File: config.mk
export PLATFORM = sky130hd
export DESIGN_NAME = multicycle_controller
export DESIGN_NICKNAME = d
export VERILOG_FILES = /design/src/hw/ctrl_pkg.sv /design/src/hw/execute_unit.sv /design/src/hw/instr_sequencer.sv /design/src/hw/mem_access_unit.sv /design/src/hw/multicycle_controller.sv
export SDC_FILE = /design/constraint.sdc
export NUM_CORES = 1
export LEC_CHECK = 0
export BUFFER_PORTS_ARGS = -buffer_cell sky130_fd_sc_hd__buf_2
export CAP_MARGIN = 20
export CORE_MARGIN = 4
export CORE_UTILIZATION = 50
export DETAILED_ROUTE_END_ITERATION = 8
export PLACE_DENSITY = 0.81
export SLEW_MARGIN = 20
export SYNTH_ARGS = -nofsm -noshare
export SYNTH_HDL_FRONTEND = slang
export SYNTH_SLANG_ARGS = --single-unit
File: constraint.sdc
create_clock -name clk -period 3.5 [get_ports clk]
set_clock_uncertainty 0.1 [all_clocks]
set_input_delay 0 -clock clk [delete_from_list [all_inputs] [get_ports clk]]
set_output_delay 0 -clock clk [all_outputs]
set_load 0.005 [all_outputs]
File: src/hw/ctrl_pkg.sv
package ctrl_pkg;

    //////////////////////////////////////////////////////////////////////
    // Instruction encoding
    //////////////////////////////////////////////////////////////////////

    // RV32I major opcodes
    typedef enum logic [6:0]
    {
        OPC_OP     = 7'b0110011,
        OPC_OP_IMM = 7'b0010011,
        OPC_LOAD   = 7'b0000011,
        OPC_STORE  = 7'b0100011,
        OPC_BRANCH = 7'b1100011,
        OPC_JAL    = 7'b1101111,
        OPC_JALR   = 7'b1100111,
        OPC_LUI    = 7'b0110111,
        OPC_AUIPC  = 7'b0010111
    } opcode_e;

    // Fields of the instruction register that the controller looks at
    typedef struct packed
    {
        opcode_e    opcode;
        logic [2:0] func3;
    } instr_fields_t;

    // Dispatch classes, one per execution unit behaviour
    typedef enum logic [2:0]
    {
        CLS_REG_REG,
        CLS_REG_IMM,
        CLS_LOAD,
        CLS_STORE,
        CLS_BRANCH
    } instr_class_e;

    //////////////////////////////////////////////////////////////////////
    // Datapath and bus controls
    //////////////////////////////////////////////////////////////////////

    typedef enum logic [1:0] {SIZE_BYTE, SIZE_HALF, SIZE_WORD} mem_size_e;

    typedef enum logic {WB_ALU, WB_MEM} wb_src_e;      // Register file write source

    typedef enum logic [1:0] {PC_SEQ, PC_BRANCH} pc_sel_e;

    typedef struct packed
    {
        logic    ir_en;       // Load instruction register
        logic    pc_en;       // Update program counter
        pc_sel_e pc_sel;
        logic    alu_src;     // ALU operand b from immediate
        logic    reg_write;
        wb_src_e wb_src;
    } ctrl_out_t;

    // Wishbone classic master outputs; address lives in the datapath
    typedef struct packed
    {
        logic      cyc;
        logic      stb;
        logic      we;
        mem_size_e size;
    } mem_req_t;

endpackage

File: src/hw/execute_unit.sv
`timescale 1ns/10ps

module execute_unit
(
    input  logic                    clk,
    input  logic                    reset,
    input  logic                    start,
    input  ctrl_pkg::instr_class_e  instr_class,
    input  logic                    comparator,
    output ctrl_pkg::ctrl_out_t     exec_ctrl,
    output logic                    done
);

    ctrl_pkg::ctrl_out_t action;    // Controls for the single action cycle

    always_comb
    begin
        action        = '0;
        action.pc_sel = ctrl_pkg::PC_SEQ;
        action.wb_src = ctrl_pkg::WB_ALU;
        if (start)
        begin
            case (instr_class)
                ctrl_pkg::CLS_REG_REG:
                begin
                    action.reg_write = 1'b1;
                end
                ctrl_pkg::CLS_REG_IMM:
                begin
                    action.reg_write = 1'b1;
                    action.alu_src   = 1'b1;    // Immediate into ALU b
                end
                ctrl_pkg::CLS_BRANCH:
                begin
                    // Redirect only when the datapath compare holds
                    action.pc_en  = comparator;
                    action.pc_sel = comparator ? ctrl_pkg::PC_BRANCH : ctrl_pkg::PC_SEQ;
                end
                default:
                begin
                    action = '0;
                end
            endcase
        end
    end

    always_ff @(posedge clk or posedge reset)
    begin
        if (reset)
        begin
            exec_ctrl <= '0;
            done      <= 1'b0;
        end
        else
        begin
            exec_ctrl <= action;
            done      <= start;     // Action and done share cycle s+1
        end
    end

    a_no_write_with_redirect: assert property
        (@(posedge clk) disable iff (reset) !(exec_ctrl.reg_write && exec_ctrl.pc_en))
        else $error("reg_write and pc_en high together");

endmodule

File: src/hw/instr_sequencer.sv
`timescale 1ns/10ps

module instr_sequencer
(
    input  logic                    clk,
    input  logic                    reset,
    input  logic                    go,
    input  ctrl_pkg::opcode_e       opcode,
    input  ctrl_pkg::ctrl_out_t     exec_ctrl,
    input  ctrl_pkg::ctrl_out_t     mem_ctrl,
    input  logic                    exec_done,
    input  logic                    mem_done,
    output logic                    start_exec,
    output logic                    start_mem,
    output ctrl_pkg::instr_class_e  instr_class,
    output ctrl_pkg::ctrl_out_t     ctrl,
    output logic                    instr_done,
    output logic                    illegal_op
);

    typedef enum logic [2:0]
    {
        S_IDLE,
        S_FETCH,
        S_PC_UPD,
        S_DISPATCH,
        S_WAIT,
        S_COMPLETE
    } seq_state_e;

    seq_state_e state;
    seq_state_e next_state;
    logic       is_legal;
    logic       use_mem;
    logic       illegal_q;      // Dispatch found no unit for the opcode

    //////////////////////////////////////////////////////////////////////
    // Opcode dispatch
    //////////////////////////////////////////////////////////////////////

    always_comb
    begin
        is_legal    = 1'b1;
        instr_class = ctrl_pkg::CLS_REG_REG;
        case (opcode)
            ctrl_pkg::OPC_OP:     instr_class = ctrl_pkg::CLS_REG_REG;
            ctrl_pkg::OPC_OP_IMM,
            ctrl_pkg::OPC_LUI,
            ctrl_pkg::OPC_AUIPC:  instr_class = ctrl_pkg::CLS_REG_IMM;   // Immediate operand path
            ctrl_pkg::OPC_LOAD:   instr_class = ctrl_pkg::CLS_LOAD;
            ctrl_pkg::OPC_STORE:  instr_class = ctrl_pkg::CLS_STORE;
            ctrl_pkg::OPC_BRANCH: instr_class = ctrl_pkg::CLS_BRANCH;
            ctrl_pkg::OPC_JAL,
            ctrl_pkg::OPC_JALR:   is_legal = 1'b0;       // Jumps not supported
            default:              is_legal = 1'b0;
        endcase
    end

    assign use_mem = (instr_class == ctrl_pkg::CLS_LOAD) ||
                     (instr_class == ctrl_pkg::CLS_STORE);

    assign start_exec = (state == S_DISPATCH) && is_legal && !use_mem;
    assign start_mem  = (state == S_DISPATCH) && is_legal && use_mem;

    //////////////////////////////////////////////////////////////////////
    // Main FSM
    //////////////////////////////////////////////////////////////////////

    always_comb
    begin
        next_state = state;
        case (state)
            S_IDLE:     next_state = go ? S_FETCH : S_IDLE;
            S_FETCH:    next_state = S_PC_UPD;
            S_PC_UPD:   next_state = S_DISPATCH;
            S_DISPATCH: next_state = is_legal ? S_WAIT : S_COMPLETE;
            S_WAIT:
            begin
                if (exec_done || mem_done)
                    next_state = S_COMPLETE;
            end
            S_COMPLETE: next_state = go ? S_FETCH : S_IDLE;   // Back-to-back start allowed
            default:    next_state = S_IDLE;
        endcase
    end

    always_ff @(posedge clk or posedge reset)
    begin
        if (reset)
        begin
            state     <= S_IDLE;
            illegal_q <= 1'b0;
        end
        else
        begin
            state <= next_state;
            if (state == S_DISPATCH)
                illegal_q <= !is_legal;
        end
    end

    assign instr_done = (state == S_COMPLETE);
    assign illegal_op = instr_done && illegal_q;

    // Merge own fetch/PC strobes with the unit contributions
    always_comb
    begin
        ctrl.ir_en     = (state == S_FETCH) | exec_ctrl.ir_en | mem_ctrl.ir_en;
        ctrl.pc_en     = (state == S_PC_UPD) | exec_ctrl.pc_en | mem_ctrl.pc_en;
        ctrl.pc_sel    = (exec_ctrl.pc_sel == ctrl_pkg::PC_BRANCH) ?
                         ctrl_pkg::PC_BRANCH : ctrl_pkg::PC_SEQ;
        ctrl.alu_src   = exec_ctrl.alu_src | mem_ctrl.alu_src;
        ctrl.reg_write = exec_ctrl.reg_write | mem_ctrl.reg_write;
        ctrl.wb_src    = (mem_ctrl.wb_src == ctrl_pkg::WB_MEM) ?
                         ctrl_pkg::WB_MEM : ctrl_pkg::WB_ALU;
    end

    // Unit outputs must never overlap the fetch strobe
    a_no_fetch_with_pc_update: assert property
        (@(posedge clk) disable iff (reset) !(ctrl.ir_en && ctrl.pc_en))
        else $error("ir_en and pc_en high in the same cycle");

endmodule

File: src/hw/mem_access_unit.sv
`timescale 1ns/10ps

module mem_access_unit
(
    input  logic                    clk,
    input  logic                    reset,
    input  logic                    start,
    input  ctrl_pkg::instr_class_e  instr_class,
    input  logic [2:0]              func3,
    input  logic                    mem_ack,
    output ctrl_pkg::mem_req_t      mem_req,
    output ctrl_pkg::ctrl_out_t     mem_ctrl,
    output logic                    done,
    output logic                    illegal_size
);

    typedef enum logic [2:0] {M_IDLE, M_REQ, M_DONE, M_BAD, M_BAD_HOLD} mem_state_e;

    mem_state_e          state;
    logic                is_load;
    logic                size_ok;
    ctrl_pkg::mem_size_e size_d;
    ctrl_pkg::mem_size_e size_q;
    logic                we_q;

    assign is_load = (instr_class == ctrl_pkg::CLS_LOAD);

    // func3 to access size; 4 and 5 are the unsigned loads
    always_comb
    begin
        size_ok = 1'b1;
        size_d  = ctrl_pkg::SIZE_WORD;
        case (func3)
            3'd0: size_d = ctrl_pkg::SIZE_BYTE;
            3'd1: size_d = ctrl_pkg::SIZE_HALF;
            3'd2: size_d = ctrl_pkg::SIZE_WORD;
            3'd4:
            begin
                size_d  = ctrl_pkg::SIZE_BYTE;
                size_ok = is_load;
            end
            3'd5:
            begin
                size_d  = ctrl_pkg::SIZE_HALF;
                size_ok = is_load;
            end
            default: size_ok = 1'b0;
        endcase
    end

    always_ff @(posedge clk or posedge reset)
    begin
        if (reset)
        begin
            state  <= M_IDLE;
            we_q   <= 1'b0;
            size_q <= ctrl_pkg::SIZE_BYTE;
        end
        else
        begin
            case (state)
                M_IDLE:
                begin
                    if (start)
                    begin
                        we_q   <= !is_load;
                        size_q <= size_d;
                        state  <= size_ok ? M_REQ : M_BAD;
                    end
                end
                M_REQ:      if (mem_ack) state <= M_DONE;   // Hold request until ack
                M_DONE:     state <= M_IDLE;
                M_BAD:      state <= M_BAD_HOLD;
                default:    state <= M_IDLE;
            endcase
        end
    end

    always_comb
    begin
        mem_req.cyc  = (state == M_REQ);
        mem_req.stb  = (state == M_REQ);
        mem_req.we   = we_q;
        mem_req.size = size_q;

        mem_ctrl           = '0;
        mem_ctrl.pc_sel    = ctrl_pkg::PC_SEQ;
        mem_ctrl.alu_src   = (state == M_REQ) || (state == M_DONE);   // Address = rs1 + imm
        mem_ctrl.reg_write = (state == M_DONE) && !we_q;
        mem_ctrl.wb_src    = mem_ctrl.reg_write ? ctrl_pkg::WB_MEM : ctrl_pkg::WB_ALU;
    end

    assign done = (state == M_DONE) || (state == M_BAD);

    // Illegal stays up through the sequencer's completion cycle
    assign illegal_size = (state == M_BAD) || (state == M_BAD_HOLD);

    a_stb_needs_cyc: assert property
        (@(posedge clk) disable iff (reset) mem_req.stb |-> mem_req.cyc)
        else $error("stb without cyc");

    a_req_held: assert property
        (@(posedge clk) disable iff (reset)
            (mem_req.cyc && !mem_ack) |=>
            (mem_req.cyc && mem_req.stb && $stable(mem_req.we) && $stable(mem_req.size)))
        else $error("Wishbone request changed before ack");

endmodule

File: src/hw/multicycle_controller.sv
`timescale 1ns/10ps

module multicycle_controller
(
    input  logic                    clk,
    input  logic                    reset,
    input  logic                    go,
    input  ctrl_pkg::instr_fields_t instr,
    input  logic                    comparator,
    input  logic                    mem_ack,
    output ctrl_pkg::ctrl_out_t     ctrl,
    output ctrl_pkg::mem_req_t      mem_req,
    output logic                    instr_done,
    output logic                    illegal
);

    ctrl_pkg::ctrl_out_t    exec_ctrl;
    ctrl_pkg::ctrl_out_t    mem_ctrl;
    ctrl_pkg::instr_class_e instr_class;
    logic                   start_exec;
    logic                   start_mem;
    logic                   exec_done;
    logic                   mem_done;
    logic                   illegal_op;
    logic                   illegal_size;

    //////////////////////////////////////////////////////////////////////
    // Sequencer and execution units
    //////////////////////////////////////////////////////////////////////

    instr_sequencer sequencer_i
    (
        .clk         (clk),
        .reset       (reset),
        .go          (go),
        .opcode      (instr.opcode),
        .exec_ctrl   (exec_ctrl),
        .mem_ctrl    (mem_ctrl),
        .exec_done   (exec_done),
        .mem_done    (mem_done),
        .start_exec  (start_exec),
        .start_mem   (start_mem),
        .instr_class (instr_class),
        .ctrl        (ctrl),
        .instr_done  (instr_done),
        .illegal_op  (illegal_op)
    );

    execute_unit execute_i
    (
        .clk         (clk),
        .reset       (reset),
        .start       (start_exec),
        .instr_class (instr_class),
        .comparator  (comparator),
        .exec_ctrl   (exec_ctrl),
        .done        (exec_done)
    );

    mem_access_unit mem_access_i
    (
        .clk          (clk),
        .reset        (reset),
        .start        (start_mem),
        .instr_class  (instr_class),
        .func3        (instr.func3),
        .mem_ack      (mem_ack),
        .mem_req      (mem_req),
        .mem_ctrl     (mem_ctrl),
        .done         (mem_done),
        .illegal_size (illegal_size)
    );

    assign illegal = illegal_op | illegal_size;     // Opcode or access size fault

endmodule
---- Word level (Yosys, flattened, before mapping) ----
Index checks and enable logic that the tools add are counted.
cells by class
  eq/ne operators ......................... 28
  mux-type cells .......................... 20
  bitwise logic cells ..................... 5
  reductions and logical operators ........ 28
operator list
  operator              number
  $eq A3 B2 Y1 const B  7
  $eq A7 B6 Y1 const B  3
  $eq A3 B3 Y1 const B  6
  $pmux W3 S5           1
  $eq A7 B5 Y1 const B  2
  $eq A3 B1 Y1 const B  4
  $logic_not A3 Y1      4
  $mux W3               4
  $pmux W3 S4           1
  $reduce_or A2 Y1      5
  $mux W1               9
  $pmux W3 S3           1
  $eq A7 B2 Y1 const B  1
  $eq A7 B7 Y1 const B  1
  $reduce_or A7 Y1      1
  $mux W6               1
  $reduce_or A3 Y1      2
  $logic_and A1 B1 Y1   5
  $logic_or A1 B1 Y1    5
  $logic_not A1 Y1      4
  $ne A2 B1 Y1 const B  2
  $or A1 B1 Y1          4
  $pmux W2 S2           1
  $reduce_and A2 Y1     2
  other kinds (5)       5
storage, ports and cells
  flip-flop bits (word level) ............. 16
  bits of input ports ..................... 15
  output and inout bits ................... 14
  logic and storage cells ................. 91

---- Longest topological paths before layout ----
  word-level depth ........................ 8
  depth in mapped cells ................... 4
  gate-level depth less buffers ........... 3

---- Hierarchy ----
A second synthesis with hierarchy kept.
unflattened totals
  cell total of the unflattened synthesis .. 97
  area, all modules ....................... 927.1 um2
by module, submodules not included
  module                 instances  cells an instance  area an instance (um2)  seq. area each (um2)
  mem_access_unit        1          37                 395.4                   150.1
  instr_sequencer        1          44                 344.1                   100.1
  execute_unit           1          15                 181.4                   100.1
  multicycle_controller  1          1                  6.3                     0.0

---- Worst setup path after synthesis ----
OpenSTA, ideal clock, no wires.
  path type ............................... register to register
  start point ............................. register mem_access_i.state[0]
  end point ............................... register mem_access_i.size_q[0]
  setup time .............................. 0.125 ns
  arrival ................................. 1.199 ns
  setup slack ............................. 2.076 ns
  cell stages (with the launch flop) ...... 4
  buffers on the path ..................... 0
  cell sequence ........................... dfrtp_1 > nor3_1 > nand4_4 > mux2_4
between the ends
  cells in the longest elaborated chain, start to end .. 2
ends and longest elaborated chain
  what                                RTL line               source
  start: declaration                  mem_access_unit.sv:19  mem_state_e state;
  start signal: assignment            mem_access_unit.sv:68  state <= size_ok ? M_REQ : M_BAD;
  $logic_not A3 Y1                    mem_access_unit.sv:61  case (state)
  $reduce_and A2 Y1 (no source line)  --
  end signal: assignment              mem_access_unit.sv:57  size_q <= ctrl_pkg::SIZE_BYTE;
  end signal: assignment              mem_access_unit.sv:67  size_q <= size_d;
  end: declaration                    mem_access_unit.sv:23  ctrl_pkg::mem_size_e size_q;
No other way between the ends.
A chain may end at the register's enable or synchronous reset.

---- Worst setup path in the final report ----
  start point ............................. register sequencer_i.state[2]
  end point ............................... register mem_access_i.state[1]
between the ends
  cells in the longest elaborated chain, start to end .. 5
ends and longest elaborated chain
  what                                RTL line               source
  start: declaration                  instr_sequencer.sv:31  seq_state_e state;
  start signal: assignment            instr_sequencer.sv:96  state <= next_state;
  $eq A3 B2 Y1                        instr_sequencer.sv:63  assign start_mem = (state == S_DISPATCH) && is_legal && use_mem;
  $logic_and A1 B1 Y1 (2 in series)   instr_sequencer.sv:63
  $ne A2 B1 Y1 (no source line)       --
  $reduce_and A2 Y1 (no source line)  --
No other way between the ends.

==> impl_metrics.json <==
{
  "ys_warn_count": 0,
  "wl_per_cell_um": 13.9,
  "synth_top_family_by_area": "simple AND/OR/NAND/NOR gates",
  "cp.required_ns": 3.61,
  "grt_pass1_vias": 656,
  "cp_data_arrival_time_ns": 2.14,
  "antenna_found_initial": 0,
  "placed_area_sq_um": 871,
  "cpPeakStageDelay_ns": 0.58,
  "finalWeightedCongestion": 0.767,
  "ir_drop_mv": 0.281,
  "power.switching_uw": 146,
  "syn_nets": 88,
  "rsz0062_at_grt": "no",
  "switching_share_pct": 32.3,
  "path_buf_inv": 1,
  "cellLeakagePower_nw": 0.552,
  "path_max_fanout": 6,
  "finalHoldViolations": 0,
  "die-area_sq_um": 2190,
  "portBuffers": 27,
  "cts_made_buffers": 3,
  "outcome": "complete, no violations",
  "drive_above_1_share_pct": 32.7,
  "cts_htree_levels": 1,
  "drv_slew": 0,
  "synth_fa_ha_area_share_pct": 0,
  "min_period_over_period_pct": 58.2,
  "final.setup.tns_ns": 0,
  "p_clk_share_pct": 19.0,
  "io_pins": 29,
  "r2r_end": "mem_access_i.state[1]",
  "fin_total_pwr_uw": 452,
  "stdcell_count": 125,
  "detail_route.first_pass.iterations": 4,
  "cp_slowest_cell": "dlygate4sd3_1",
  "overflow": 0,
  "slew_headroom_pct": 65.6,
  "power_frac_comb_pct": 32.3,
  "stdcell_area_sq_um": 1010,
  "syn_avg_cell_area_sq_um": 10.3,
  "dp.cells": 110,
  "cts_tree": "built",
  "crit_chain": "and3b_1 -> nand4_4 -> o31ai_1 -> dlygate4sd3_1",
  "hold_class": "primary input to flop",
  "grt_pass1_wl_mm": 2.79,
  "post-dp-hpwl_mm": 1.24,
  "r2r_cells": 4,
  "synth_cell_type_count": 29,
  "synthMuxAreaShare_pct": 5.97,
  "synth_area_sq_um": 754,
  "filler_cell_count": 115,
  "cts_sinks": 14,
  "dr_total_vias": 661,
  "viasPerCell": 5.29,
  "synth_xor_area_share_pct": 2.32,
  "yosys.area_share.simple_pct": 27.0,
  "nets": 127,
  "initial_core_util_pct": 55.2,
  "fp.coreArea_sq_um": 1370,
  "root_buffer": "clkbuf_4",
  "die-height_um": 46.8,
  "timing.rr.start": "sequencer_i.state[2]",
  "drc": 0,
  "tightest_slew_ns": 0.516,
  "rows": 13,
  "area_growth_pct": 34.3,
  "regArea_sq_um": 350,
  "grt_max_degree": 15,
  "antennaDiodeCount": 0,
  "cap_viol_max_count": 0,
  "clkTransAtPathRegs_ns": 0.08,
  "cp_top_family": "buffers and inverters",
  "ant_nets": 0,
  "synth_compound_area_share_pct": 10.8,
  "crit_path_start_kind": "flop",
  "cts_setup_buffers": 0,
  "p_per_area_nw_per_um2": 446,
  "setup_viol": 0,
  "end_kind": "flop",
  "final.min_clock_period_ns": 2.04,
  "track_usage_pct": 18.7,
  "p_int_uw": 306,
  "multi_input_area_sq_um": 352,
  "fin_util_pct": 74.2,
  "path_depth": 4,
  "routed_wl_mm": 1.73,
  "synth_seq_cells": 14,
  "clk_path_buf_depth": 2,
  "seqPwrFrac_pct": 48.6,
  "synthCells": 73,
  "crit_type": "flop to flop",
  "startpoint": "sequencer_i.state[2]",
  "die_w_um": 46.8,
  "dr.first_iter.drc_count": 13,
  "clkLatencyLatePin_ns": 0.27,
  "max_freq_mhz": 491,
  "reg2reg_slack_ns": 1.46,
  "ys_seq_area_share_pct": 46.4,
  "cp-endpoint": "mem_access_i.state[1]"
}
-- layout by cell type, fill, tap and decap left out --
| master | Yosys | layout |
|---|---|---|
| nand3_1 | 1 | 1 |
| or2_2 | 1 | 1 |
| o21ai_0 | 3 | 3 |
| dfrtp_1 | 14 | 14 |
| dlygate4sd3_1 | 0 | 12 |
| inv_1 | 4 | 4 |
| and2_1 | 2 | 2 |
| o31ai_1 | 1 | 1 |
| xnor2_1 | 2 | 2 |
| a221oi_1 | 1 | 1 |
| nand2_1 | 3 | 3 |
| and3b_1 | 2 | 2 |
| nor4_1 | 1 | 1 |
| conb_1 | 1 | 1 |
| nor3_2 | 1 | 1 |
| nand4_4 | 1 | 1 |
| nand3b_1 | 1 | 1 |
| o221ai_1 | 1 | 1 |
| buf_2 | 0 | 27 |
| clkbuf_4 | 0 | 3 |
| nor2b_1 | 4 | 4 |
| o21bai_1 | 2 | 2 |
| mux2_4 | 3 | 3 |
| nor3_1 | 5 | 5 |
| nor3b_1 | 3 | 3 |
| a21o_1 | 1 | 1 |
| nor2_1 | 4 | 4 |
| a21oi_1 | 2 | 2 |
| and3_1 | 1 | 1 |
| nand2b_1 | 2 | 2 |
| a211o_1 | 1 | 1 |
-- power groups by stage --
stage	Sequential [mW]	Combinational (mW)	Clock (mW)
4_1_cts	0.219	0.147	0.0859
3_3_place_gp	0.220	0.135	0
3_5_place_dp	0.222	0.138	0
6_report	0.220	0.146	0.0861
2_1_floorplan	0.215	0.103	0
5_1_grt	0.225	0.163	0.0957
-- synth_stat cells --
master	instances	area share, %
and2_1	2	1.7
nor4_1	1	0.83
mux2_4	3	6.0
inv_1	4	2.0
nand3_1	1	0.66
nor3b_1	3	3.0
nand2_1	3	1.5
o21ai_0	3	2.0
and3b_1	2	2.3
nor3_2	1	1.3
buf_4	5	5.0
a21oi_1	2	1.3
or2_2	1	0.83
nand2b_1	2	1.7
nand3b_1	1	1.0
o21bai_1	2	2.0
a211o_1	1	1.2
a21o_1	1	1.0
dfrtp_1	14	46
nor2_1	4	2.0
conb_1	1	0.50
o31ai_1	1	1.0
a221oi_1	1	1.2
o221ai_1	1	1.2
nor2b_1	4	3.3
and3_1	1	0.83
nand4_4	1	2.8
xnor2_1	2	2.3
nor3_1	5	3.3
-- worst min path at each step --
stage	start	endpoint	cells after the start
2_1_floorplan	reset	execute_i.done	1
3_3_place_gp	reset	mem_access_i.state[2]	2
3_5_place_dp	reset	mem_access_i.state[2]	2
4_1_cts	instr[0]	mem_access_i.size_q[0]	3
5_1_grt	instr[0]	mem_access_i.size_q[0]	3
6_report	instr[0]	mem_access_i.size_q[0]	3
-- per-stage QoR --
step	hold slack, ns	worst slack [ns]
CTS	0.0219	1.52
floorplan	-0.211	2.08
global placement	-0.0479	2.02
global route	0.0534	1.37
finish	0.0252	1.46
detailed placement	-0.0435	2.00
-- worst reg2reg max path, delay by kind of cell (launching register included) --
family,cells,cell delay (ns)
buffers and inverters,1,0.58
AO/OA/AOI/OAI,1,0.30
flip-flops,1,0.43
AND/OR/NAND/NOR,2,0.56
-- metal layers --
layer | global-route usage, % | routed length, um
met1 | 21.0 | 721
met3 | 4.98 | 119
met4 | 8.29 | 26
met2 | 33.1 | 864
met5 | 0 | 0
-- cell families after synthesis --
logic type                after synthesis
AOI/OAI and AO/OA                      12
xor gates and xnor gates                2
buffers and inverters                   9
DFF                                    14
muxes                                   3
other                                   1
and+or+nand+nor                        32
-- sequential cells by signal, summed over array words and instances, names as in the netlist --
register / cells
execute_i.exec_ctrl: 3
mem_access_i.size_q: 2
mem_access_i.we_q: 1
sequencer_i.illegal_q: 1
mem_access_i.state: 3
execute_i.done: 1
sequencer_i.state: 3
-- cell type report --
class | count | share of cell area, %
inverters | 4 | 1.48
well taps | 15 | 1.85
repair buffers | 39 | 25.2
clock buffers | 3 | 2.22
multi-input cells | 50 | 34.7
flip-flops and latches | 14 | 34.6
-- what timing repair did --
action                                 in CTS  in global routing
hold buffers                               12                  0
endpoints found under the hold margin      22                  0
resized for setup                           0                  0
Note: power is estimated with default switching activity, not from simulation.
